<file path="src/common/adder_config.svh">
`ifndef ADDER_CONFIG_SVH
`define ADDER_CONFIG_SVH

// width of one prefix block
`define ADDER_HALF_WIDTH 32

// two blocks side by side
`define ADDER_WIDTH 64

// encoder plus three merge stages
`define ADDER_PIPE_DEPTH 4

`endif

</file>
<file path="src/common/adder_pkg.sv">
`include "adder_config.svh"

package adder_pkg;

    // upper bit: carry possible, lower bit: carry certain
    typedef enum logic [1:0] {
        STATUS_KILL      = 2'b00,
        STATUS_PROPAGATE = 2'b10,
        STATUS_GENERATE  = 2'b11
    } carry_status_e;

    typedef carry_status_e [`ADDER_HALF_WIDTH-1:0] status_vec_t;

    typedef logic [`ADDER_HALF_WIDTH-1:0] half_word_t;

    // propagate defers to the span below, kill and generate decide on their own
    function automatic carry_status_e merge_status(
        input carry_status_e upper,
        input carry_status_e lower
    );
        return (upper == STATUS_PROPAGATE) ? lower : upper;
    endfunction

endpackage

</file>
<file path="src/common/prefix_stage_if.sv">
`timescale 1ns/1ps

interface prefix_stage_if
    import adder_pkg::*;
();

    status_vec_t status;
    half_word_t  a;
    half_word_t  b;
    logic        cin;

    // written by the registers of one stage
    modport source (
        output status,
        output a,
        output b,
        output cin
    );

    // read by the next stage
    modport sink (
        input status,
        input a,
        input b,
        input cin
    );

endinterface

</file>
<file path="src/prefix_adder/status_encoder.sv">
`timescale 1ns/1ps
`include "adder_config.svh"

module status_encoder
    import adder_pkg::*;
(
    input  logic                  clk,
    input  logic                  reset,
    input  half_word_t            a,
    input  half_word_t            b,
    input  logic                  cin,
    prefix_stage_if.source        out
);

    status_vec_t next_status;
    logic        carry_low;

    // position 0 absorbs the carry-in, so it is never left as propagate
    assign carry_low = (a[0] & b[0]) | (a[0] & cin) | (b[0] & cin);

    always_comb
    begin
        next_status[0] = carry_low ? STATUS_GENERATE : STATUS_KILL;
        for (int i = 1; i < `ADDER_HALF_WIDTH; i++)
        begin
            if (a[i] & b[i])
                next_status[i] = STATUS_GENERATE;
            else if (a[i] ^ b[i])
                next_status[i] = STATUS_PROPAGATE;
            else
                next_status[i] = STATUS_KILL;
        end
    end

    always_ff @(posedge clk)
    begin
        if (reset)
        begin
            for (int i = 0; i < `ADDER_HALF_WIDTH; i++)
                out.status[i] <= STATUS_KILL;
            out.a   <= '0;
            out.b   <= '0;
            out.cin <= 1'b0;
        end
        else
        begin
            out.status <= next_status;
            out.a      <= a;
            out.b      <= b;
            out.cin    <= cin;
        end
    end

endmodule

</file>
<file path="src/prefix_adder/prefix_stage.sv">
`timescale 1ns/1ps
`include "adder_config.svh"

module prefix_stage
    import adder_pkg::*;
#(
    parameter int FIRST_SPAN = 1,
    parameter int LEVELS     = 1
)
(
    input  logic           clk,
    input  logic           reset,
    prefix_stage_if.sink   up,
    prefix_stage_if.source down
);

    // level 0 is the registered input, level LEVELS goes into the register
    status_vec_t level_status [0:LEVELS];

    assign level_status[0] = up.status;

    for (genvar l = 0; l < LEVELS; l++)
    begin : g_level
        // span doubles with every level
        localparam int SPAN = FIRST_SPAN << l;

        for (genvar i = 0; i < `ADDER_HALF_WIDTH; i++)
        begin : g_pos
            if (i >= SPAN)
            begin : g_merge
                assign level_status[l+1][i] = merge_status(
                    level_status[l][i],
                    level_status[l][i-SPAN]
                );
            end
            else
            begin : g_pass
                // already resolved down to bit 0
                assign level_status[l+1][i] = level_status[l][i];
            end
        end
    end

    always_ff @(posedge clk)
    begin
        if (reset)
        begin
            for (int i = 0; i < `ADDER_HALF_WIDTH; i++)
                down.status[i] <= STATUS_KILL;
        end
        else
        begin
            down.status <= level_status[LEVELS];
        end
    end

    // operands ride along for the sum at the end of the pipe
    always_ff @(posedge clk)
    begin
        if (reset)
        begin
            down.a   <= '0;
            down.b   <= '0;
            down.cin <= 1'b0;
        end
        else
        begin
            down.a   <= up.a;
            down.b   <= up.b;
            down.cin <= up.cin;
        end
    end

endmodule

</file>
<file path="src/prefix_adder/prefix_adder32.sv">
`timescale 1ns/1ps
`include "adder_config.svh"

module prefix_adder32
    import adder_pkg::*;
(
    input  logic       clk,
    input  logic       reset,
    input  half_word_t a,
    input  half_word_t b,
    input  logic       cin,
    output half_word_t sum,
    output logic       cout
);

    prefix_stage_if enc_to_s1 ();
    prefix_stage_if s1_to_s2 ();
    prefix_stage_if s2_to_s3 ();
    prefix_stage_if s3_out ();

    logic [`ADDER_HALF_WIDTH-1:0] carry_out;

    // cycle 1
    status_encoder i_status_encoder (
        .clk   (clk),
        .reset (reset),
        .a     (a),
        .b     (b),
        .cin   (cin),
        .out   (enc_to_s1.source)
    );

    // spans 1 and 2, cycle 2
    prefix_stage #(.FIRST_SPAN(1), .LEVELS(2)) i_stage_span1 (
        .clk   (clk),
        .reset (reset),
        .up    (enc_to_s1.sink),
        .down  (s1_to_s2.source)
    );

    // spans 4 and 8, cycle 3
    prefix_stage #(.FIRST_SPAN(4), .LEVELS(2)) i_stage_span4 (
        .clk   (clk),
        .reset (reset),
        .up    (s1_to_s2.sink),
        .down  (s2_to_s3.source)
    );

    // span 16, cycle 4
    prefix_stage #(.FIRST_SPAN(16), .LEVELS(1)) i_stage_span16 (
        .clk   (clk),
        .reset (reset),
        .up    (s2_to_s3.sink),
        .down  (s3_out.source)
    );

    // every status is resolved now, generate means a carry leaves that bit
    always_comb
    begin
        for (int i = 0; i < `ADDER_HALF_WIDTH; i++)
            carry_out[i] = (s3_out.status[i] == STATUS_GENERATE);
    end

    assign sum  = s3_out.a ^ s3_out.b ^ {carry_out[`ADDER_HALF_WIDTH-2:0], s3_out.cin};
    assign cout = carry_out[`ADDER_HALF_WIDTH-1];

endmodule

</file>
<file path="src/rtl/adder64_top.sv">
`timescale 1ns/1ps
`include "adder_config.svh"

module adder64_top
    import adder_pkg::*;
(
    input  logic                    clk,
    input  logic                    reset,
    input  logic [`ADDER_WIDTH-1:0] a,
    input  logic [`ADDER_WIDTH-1:0] b,
    input  logic                    cin,
    output logic [`ADDER_WIDTH-1:0] sum,
    output logic                    cout
);

    half_word_t sum_low;
    half_word_t sum_high_c0;
    half_word_t sum_high_c1;
    logic       cout_low;
    logic       cout_high_c0;
    logic       cout_high_c1;

    prefix_adder32 lower_adder (
        .clk   (clk),
        .reset (reset),
        .a     (a[`ADDER_HALF_WIDTH-1:0]),
        .b     (b[`ADDER_HALF_WIDTH-1:0]),
        .cin   (cin),
        .sum   (sum_low),
        .cout  (cout_low)
    );

    // both guesses for the upper half run alongside the lower half
    prefix_adder32 upper_adder_c0 (
        .clk   (clk),
        .reset (reset),
        .a     (a[`ADDER_WIDTH-1:`ADDER_HALF_WIDTH]),
        .b     (b[`ADDER_WIDTH-1:`ADDER_HALF_WIDTH]),
        .cin   (1'b0),
        .sum   (sum_high_c0),
        .cout  (cout_high_c0)
    );

    prefix_adder32 upper_adder_c1 (
        .clk   (clk),
        .reset (reset),
        .a     (a[`ADDER_WIDTH-1:`ADDER_HALF_WIDTH]),
        .b     (b[`ADDER_WIDTH-1:`ADDER_HALF_WIDTH]),
        .cin   (1'b1),
        .sum   (sum_high_c1),
        .cout  (cout_high_c1)
    );

    // same latency in all three lanes, so cout_low belongs to the same item
    assign sum  = {cout_low ? sum_high_c1 : sum_high_c0, sum_low};
    assign cout = cout_low ? cout_high_c1 : cout_high_c0;

endmodule

</file>
<file path="config.mk">
export PLATFORM = sky130hd
export DESIGN_NAME = adder64_top
export DESIGN_NICKNAME = d
export VERILOG_FILES = /design/src/common/adder_pkg.sv /design/src/common/prefix_stage_if.sv /design/src/prefix_adder/status_encoder.sv /design/src/prefix_adder/prefix_stage.sv /design/src/prefix_adder/prefix_adder32.sv /design/src/rtl/adder64_top.sv
export VERILOG_INCLUDE_DIRS = /design/src /design/src/common
export SDC_FILE = /design/constraint.sdc
export NUM_CORES = 1
export LEC_CHECK = 0
export BUFFER_PORTS_ARGS = -buffer_cell sky130_fd_sc_hd__clkbuf_2
export CORE_MARGIN = 3
export CORE_UTILIZATION = 40
export CTS_CLUSTER_DIAMETER = 60
export DETAILED_ROUTE_END_ITERATION = 8
export SLEW_MARGIN = 20
export SYNTH_ARGS = -nofsm -noshare
export SYNTH_HDL_FRONTEND = slang
export SYNTH_SLANG_ARGS = --single-unit
</file>
<file path="constraint.sdc">
create_clock -name clk -period 1.3 [get_ports clk]
set_input_delay 0.13 -clock clk [delete_from_list [all_inputs] [get_ports clk]]
set_output_delay 0.13 -clock clk [all_outputs]
set_load 0.01 [all_outputs]
</file>
==> run_results.csv, run 1 <==
group,metric,value,unit
final_layout,final_layout_size_suffix_gt1_frac,0.178,
setup_path,setup.worst_path.start_class,"flop",
routing,route.final.wire_length,80000,um
global_route,first_global_vias,21200,
sta,worst_hold_slack,-13.1,ps
yosys,part_of_the_yosys_area_used_for_sequential_elements,0.655,
yosys,top_cell_type_by_total_area_after_synthesis,"sky130_fd_sc_hd__dfxtp_1",
yosys,postSynthRegisterBits,1126,
yosys,number_of_synthesized_flops_with_an_enable_pin,0,
clock_tree,cts_root_buf,"sky130_fd_sc_hd__clkbuf_16",
placed_design,io_buffer_count,195,
routing,antenna_left,0,
hold_path,hold_class,"in2reg",
placed_design,dp_hpwl,57100,um
clock_tree,cts.path.max_buffers,3,
yosys,yosys_warnings,0,
yosys,synth_adder_area_share,0,
sta,achievable-frequency,474,MHz
yosys,yosys.cell_count.top_type,"sky130_fd_sc_hd__dfxtp_1",
final_layout,area.growth.synth_to_final,26.9,%
sta,finalClockSkew,48.2,ps
routing,post-route-drc-count,0,
yosys,post_synth.cell_area_avg,10.9,sq um
run_status,outcome,"finished with violations",
die,io_pins,196,
yosys,post_synth_most_frequent_cells,"sky130_fd_sc_hd__dfxtp_1, sky130_fd_sc_hd__nor2b_1, sky130_fd_sc_hd__nor2_1",
die,dieArea,89600,sq um
placed_design,numPlacedInstances,4466,
setup_path,critical_path_required,1170,ps
final_layout,final_stage_net_count,3736,
yosys,synth.area.top_cells,"sky130_fd_sc_hd__dfxtp_1, sky130_fd_sc_hd__nor2b_1, sky130_fd_sc_hd__nor2_1",
routing,vias,22100,
pwr,p_per_area,1680,nW/um^2
sta,setup_viol_count_final,760,
sta,portion_of_the_clock_cycle_consumed_by_the_worst_path_in_the_final_layout,1.62,
die,start_util,0.407,
clock_tree,cts_tree,"yes",
routing,detailed_route_vias_per_instance,4.58,
setup_path,critical_path.endpoint_type,"primary output",
clock_tree,clk_sink_count,1126,
placed_design,globalplace.congestion,0.864,
yosys,netlist.area_leader.share,0.655,
yosys,yosys.area_share.xor_xnor,0.0326,
run_status,violations,"negative hold slack, negative setup slack",
global_route,grt_util_all_layers,0.175,
global_route,maximum_number_of_pins_on_one_net_before_global_route_repair,68,
sta,report.final.slew_viol_count,0,
die,die_y,299,um
global_route,antenna_found_initial,9,
pwr,power.ir.vdd_worst,1.32,mV
die,die-width,299,um
yosys,synthesis.nets,3279,
clock_tree,clock_latency,690,ps
yosys,postSynthCellCount,3148,
global_route,globalRouteOverflowTotal,0,
routing,post_drt_wl_per_cell,16.5,um
sta,worstMarginPinSlew,932,ps
job,drv_cap,0,
yosys,syn_area,34400,sq um
yosys,async_flop_share,0,
setup_path,cp_data_arrival_time,1980,ps
setup_path,crit_fanout,14,
sta,hold_viol_final,6,
final_layout,final-instance-count-excl-fill,4837,
pwr,design_power_total,73.2,mW
die,floorplan.core_area,84500,sq um
clock_tree,clkSlewWorstSetupHoldPaths,60,ps
sta,max_slew_margin,0.376,
yosys,combinational_family_with_the_most_area_after_synthesis,"simple AND/OR/NAND/NOR gates",
setup_path,critPathKind,"reg2out",
yosys,synth_flop_cell,"sky130_fd_sc_hd__dfxtp_1",
sta,timing.final.crit_period,2110,ps
sta,grt_setup_unrepaired,"yes",
yosys,synth_compound_gate_area_share,0.0987,
sta,layout_setup_ws,-809,ps
clock_tree,tritoncts.num_buffers,111,
die,num_rows,106,
pwr,power.leakage,17.6,nW
clock_tree,h-tree-depth,3,
final_layout,final.fill_count,7509,
routing,drt_first_iter_violations,1397,
sta,fin_setup_tns,-148690,ps
yosys,yosysUniqueCellTypes,34,
yosys,post_synthesis_mux_area_share,0.000291,
yosys,post_synthesis_simple_gate_area_fraction,0.193,
routing,detail_route.first_pass.iterations,5,
global_route,global_route_wire_length_before_repair,121000,um
final timing paths:
check,from,endpoint,cells past startpoint,slack (ps)
setup / recovery,lower_adder.i_stage_span16.down.status[62]$_SDFF_PP0_,sum[54],6,-810
hold / removal,reset,lower_adder.i_stage_span16.down.b[29]$_SDFF_PP0_,4,-10
setup reg to reg,upper_adder_c0.i_status_encoder.out.status[19]$_SDFF_PP0_,upper_adder_c0.i_stage_span1.down.status[25]$_SDFF_PP0_,2,30
hold reg to reg,upper_adder_c0.i_status_encoder.out.a[18]$_SDFF_PP0_,upper_adder_c1.i_stage_span1.down.a[18]$_SDFF_PP0_,1,400
sequential cells by signal, summed over array words and instances (netlist names), 57 cells and up:
name and cells:
lower_adder.i_stage_span1.down.status 63, lower_adder.i_stage_span16.down.status 63, lower_adder.i_stage_span4.down.status 63, lower_adder.i_status_encoder.out.status 63, upper_adder_c0.i_stage_span16.down.status 63, upper_adder_c1.i_stage_span16.down.status 63
upper_adder_c1.i_stage_span4.down.status 57
metrics by stage:
stage,utilization,instance area [sq um],setup slack (ps)
2_1_floorplan,-,34400,63.7
3_3_place_gp,0.441,37300,-192
3_5_place_dp,0.441,37300,-211
4_1_cts,0.514,43400,-851
5_1_grt,0.517,43700,-883
6_report,0.517,43700,-809
placed cells by master, fill, tap and decap left out, drive strengths merged:
cell / n
o211ai: 3
buf: 156
a2111oi: 1
dfxtp: 1126
or2: 63
nand3: 1
clkinvlp: 5
or3: 4
mux2i: 1
bufinv: 11
a21oi: 174
nand2: 109
o21ai: 145
o2111a: 21
nor2: 276
o21a: 72
nand4: 30
clkinv: 20
dlygate4sd3: 154
xnor2: 96
o211a: 17
o31ai: 2
nor3: 2
nand2b: 25
a211oi: 96
nor2b: 633
a21o: 3
nand3b: 2
o22ai: 9
clkbuf: 315
inv: 22
xor2: 32
and2: 73
diode: 4
report_power, final:
| group | total (mW) | internal, mW | switching (mW) |
|---|---|---|---|
| clock network | 33.7 | 20.1 | 13.6 |
| logic | 3.25 | 1.60 | 1.65 |
| registers | 36.3 | 35.6 | 0.639 |
| total | 73.2 | 57.3 | 15.9 |
area by class of cell:
class                   instances  area [sq um]  share of cell area
diodes                          4          10.0            0.000229
repair buffers                463          3780              0.0865
clock inverters                45           692              0.0158
multi-input cells            1890         11800               0.270
flip-flops and latches       1126         22600               0.518
well taps                    1134          1420              0.0325
inverters                      13          48.8             0.00112
clock buffers                 162          3320              0.0760
what timing repair did:
action,4_1_cts,5_1_grt
endpoints found under the hold margin,458,83
hold buffers,145,11
pin swaps,93,23
gates cloned,3,0
gates resized for setup,148,77
endpoints found under the setup margin,65,1078
buffers inserted,2,0
cells by family (layout without fill, tap and decap cells):
family | after synthesis | in the layout
and+or+nand+nor | 1218 | 1218
DFF | 1126 | 1126
AOI/OAI and AO/OA | 543 | 543
buffers and inverters | 132 | 683
xor gates and xnor gates | 128 | 128
muxes | 1 | 1
other | 0 | 4
metal layers:
| layer | track usage | vias up | part of all wire | wire, um |
|---|---|---|---|---|
| met4 | 0.0557 | 2 | 0.024 | 1930 |
| met1 | 0.263 | 10300 | 0.51 | 40700 |
| met2 | 0.252 | 524 | 0.41 | 32700 |
| met3 | 0.0345 | 134 | 0.058 | 4620 |
| li1 | - | 11200 | - | - |
| met5 | 0 | - | 0.00015 | 12 |
worst max-delay path: stages, from the launching register on:
cell and delay [ps]:
sky130_fd_sc_hd__dfxtp_2 350, sky130_fd_sc_hd__buf_6 210, sky130_fd_sc_hd__buf_12 170, sky130_fd_sc_hd__nand4_1 150
sky130_fd_sc_hd__o21ai_4 110, sky130_fd_sc_hd__xnor2_2 130, sky130_fd_sc_hd__clkbuf_2 160
(Power assumes the default switching activity.)
==> run 2, diff against run 1 <==
- ABC_AREA: unset -> 1
- BUFFER_PORTS_ARGS: -buffer_cell sky130_fd_sc_hd__clkbuf_2 -> unset
- DONT_BUFFER_PORTS: unset -> 1
- clock period: 1.3 -> 2.2 ns (I/O delays scaled with it)
==> run 2 against run 1 <==
Effect of this change: the run ends with max-slew violations, negative setup slack left; sequential cell count is the same; non-clock buffer count increased by 410; synthesized cell count increased by 41%; routed wire length grew 8.8%.
==> run_results.csv, run 2 <==
group,metric,value,unit
run_status,outcome,"finished with violations",
run_status,violations,"max-slew violations, negative setup slack",
routing,detail_route.first_pass.iterations,5,
yosys,syn_area,36500,sq um
global_route,globalRouteOverflowTotal,0,
routing,detailed_route_vias_per_instance,4.27,
placed_design,globalplace.congestion,0.839,
final_layout,final_layout_size_suffix_gt1_frac,0.0419,
routing,antenna_left,0,
routing,post_drt_wl_per_cell,13.3,um
setup_path,setup.worst_path.start_class,"primary input",
final_layout,area.growth.synth_to_final,37.1,%
pwr,power.ir.vdd_worst,0.585,mV
die,floorplan.core_area,90300,sq um
sta,report.final.slew_viol_count,592,
hold_path,hold_class,"in2reg",
die,num_rows,110,
yosys,post_synth.cell_area_avg,8.21,sq um
yosys,yosys.cell_count.top_type,"sky130_fd_sc_hd__dfxtp_1",
setup_path,critical_path_required,2830,ps
die,die_y,308,um
sta,setup_viol_count_final,119,
yosys,part_of_the_yosys_area_used_for_sequential_elements,0.617,
sta,finalClockSkew,30.2,ps
yosys,postSynthRegisterBits,1126,
setup_path,crit_fanout,728,
yosys,synth_adder_area_share,0,
die,dieArea,95000,sq um
clock_tree,clk_sink_count,1126,
routing,post-route-drc-count,0,
pwr,power.leakage,22.7,nW
global_route,grt_util_all_layers,0.182,
sta,portion_of_the_clock_cycle_consumed_by_the_worst_path_in_the_final_layout,1.33,
sta,grt_setup_unrepaired,"yes",
final_layout,multi_input_area,9790,sq um
yosys,post_synth_most_frequent_cells,"sky130_fd_sc_hd__dfxtp_1, sky130_fd_sc_hd__inv_1, sky130_fd_sc_hd__nor2_1",
sta,achievable-frequency,342,MHz
clock_tree,cts.path.max_buffers,3,
yosys,combinational_family_with_the_most_area_after_synthesis,"simple AND/OR/NAND/NOR gates",
yosys,yosys.area_share.xor_xnor,0.0225,
yosys,postSynthCellCount,4447,
yosys,top_cell_type_by_total_area_after_synthesis,"sky130_fd_sc_hd__dfxtp_1",
sta,worstMarginPinSlew,2270,ps
sta,timing.final.crit_period,2920,ps
yosys,synthesis.nets,4578,
global_route,global_route_wire_length_before_repair,138000,um
sta,hold_viol_final,0,
final_layout,final.fill_count,7918,
setup_path,cp_data_arrival_time,3550,ps
setup_path,critPathKind,"in2reg",
routing,route.final.wire_length,87100,um
final_layout,final_core_utilization,0.555,
yosys,synth_compound_gate_area_share,0.0589,
sta,max_slew_margin,-0.513,
yosys,netlist.area_leader.share,0.617,
yosys,yosysUniqueCellTypes,23,
setup_path,critical_path.endpoint_type,"flop",
clock_tree,cts_tree,"yes",
die,die-width,308,um
global_route,maximum_number_of_pins_on_one_net_before_global_route_repair,729,
yosys,synth.area.top_cells,"sky130_fd_sc_hd__dfxtp_1, sky130_fd_sc_hd__inv_1, sky130_fd_sc_hd__nor2_1",
routing,vias,28000,
final_layout,final_stage_net_count,5429,
yosys,post_synthesis_simple_gate_area_fraction,0.186,
placed_design,worst_case_setup_slack_after_placement,591,ps
die,start_util,0.404,
placed_design,io_buffer_count,0,
global_route,first_global_vias,27500,
clock_tree,tritoncts.num_buffers,112,
sta,layout_setup_ws,-724,ps
final_layout,ff_latch_area,22500,sq um
placed_design,dp_hpwl,54100,um
clock_tree,cts_root_buf,"sky130_fd_sc_hd__clkbuf_16",
yosys,synth_flop_cell,"sky130_fd_sc_hd__dfxtp_1",
clock_tree,clkSlewWorstSetupHoldPaths,60,ps
routing,drt_first_iter_violations,1488,
final_layout,final_common_cell,"sky130_fd_sc_hd__dfxtp_1",
final_layout,layout_common_cells,"sky130_fd_sc_hd__dfxtp_1, sky130_fd_sc_hd__inv_1, sky130_fd_sc_hd__nor2_1",
pwr,p_per_area,866,nW/um^2
clock_tree,h-tree-depth,3,
yosys,async_flop_share,0,
yosys,number_of_synthesized_flops_with_an_enable_pin,0,
job,drv_cap,0,
clock_tree,clock_latency,690,ps
yosys,yosys_warnings,0,
die,io_pins,196,
yosys,post_synthesis_mux_area_share,0,
global_route,antenna_found_initial,8,
[run 2: critical path, cell delays in order]
cell,delay [ps]
sky130_fd_sc_hd__buf_16,720
sky130_fd_sc_hd__inv_8,300
sky130_fd_sc_hd__buf_12,260
sky130_fd_sc_hd__buf_4,300
sky130_fd_sc_hd__nand2_1,100
sky130_fd_sc_hd__o22ai_1,120
sky130_fd_sc_hd__dlygate4sd3_1,610
[run 2: logic make-up after synthesis]
| logic type | Yosys count |
|---|---|
| and+or+nand+nor | 1734 |
| DFF | 1126 |
| buffers and inverters | 1074 |
| AOI/OAI and AO/OA | 419 |
| xor gates and xnor gates | 94 |
[run 2: metal layers]
| metal | wire length [um] | global-route usage | part of all wire |
|---|---|---|---|
| met1 | 36600 | 0.215 | 0.42 |
| met2 | 43100 | 0.328 | 0.50 |
| met3 | 4920 | 0.0410 | 0.056 |
| met4 | 2430 | 0.0596 | 0.028 |
| met5 | 55 | 0 | 0.00063 |
[run 2: worst paths after layout]
path	start	endpoint	slack [ps]	cells after the start
worst min register to register	upper_adder_c0.i_status_encoder.out.a[0]$_SDFF_PP0_	upper_adder_c1.i_stage_span1.down.a[0]$_SDFF_PP0_	400	2
worst min-delay path	reset	lower_adder.i_status_encoder.out.b[21]$_SDFF_PP0_	160	2
worst max-delay path	reset	lower_adder.i_stage_span16.down.status[46]$_SDFF_PP0_	-720	7
worst max register to register	upper_adder_c1.i_stage_span1.down.status[9]$_SDFF_PP0_	upper_adder_c0.i_stage_span4.down.status[17]$_SDFF_PP0_	520	5
[run 2: what timing repair did]
| item | 4_1_cts | 5_1_grt |
|---|---|---|
| buffers inserted | 0 | 2 |
| setup endpoints to repair | 32 | 24 |
| gates resized for setup | 3 | 19 |
| hold endpoints to repair | 871 | 0 |
| cloned | 0 | 2 |
| pin swaps | 0 | 4 |
| hold buffers | 849 | 0 |
[run 2: final cells by class]
type                       count  share of cell area
multi-input combinational   2247               0.196
timing repair buffer         873               0.176
clock buffer                 153              0.0629
clock inverter                52              0.0156
tap                         1176              0.0294
antenna                        4            0.000200
sequential                  1126               0.450
inverter                     938              0.0705
[run 2: report_power, final]
group          switching (mW)  total [mW]  internal (mW)  leakage [nW]
combinational            1.12        2.22           1.10          11.6
clock                    8.07        19.9           11.9          1.90
sequential              0.211        21.2           21.0          9.20
total                    9.39        43.4           34.0          22.7
[run 2: stage by stage]
stage	TNS (ps)	power, mW	area, sq um	cells	hold WS (ps)
floorplan	0	22.8	36500	4447	327
global placement	0	23.0	37500	5507	333
detailed placement	0	23.0	37500	5507	334
CTS	0	43.7	50000	6561	124
global route	-39.5	44.9	50100	6565	140
finish	-16450	43.4	50100	6569	160
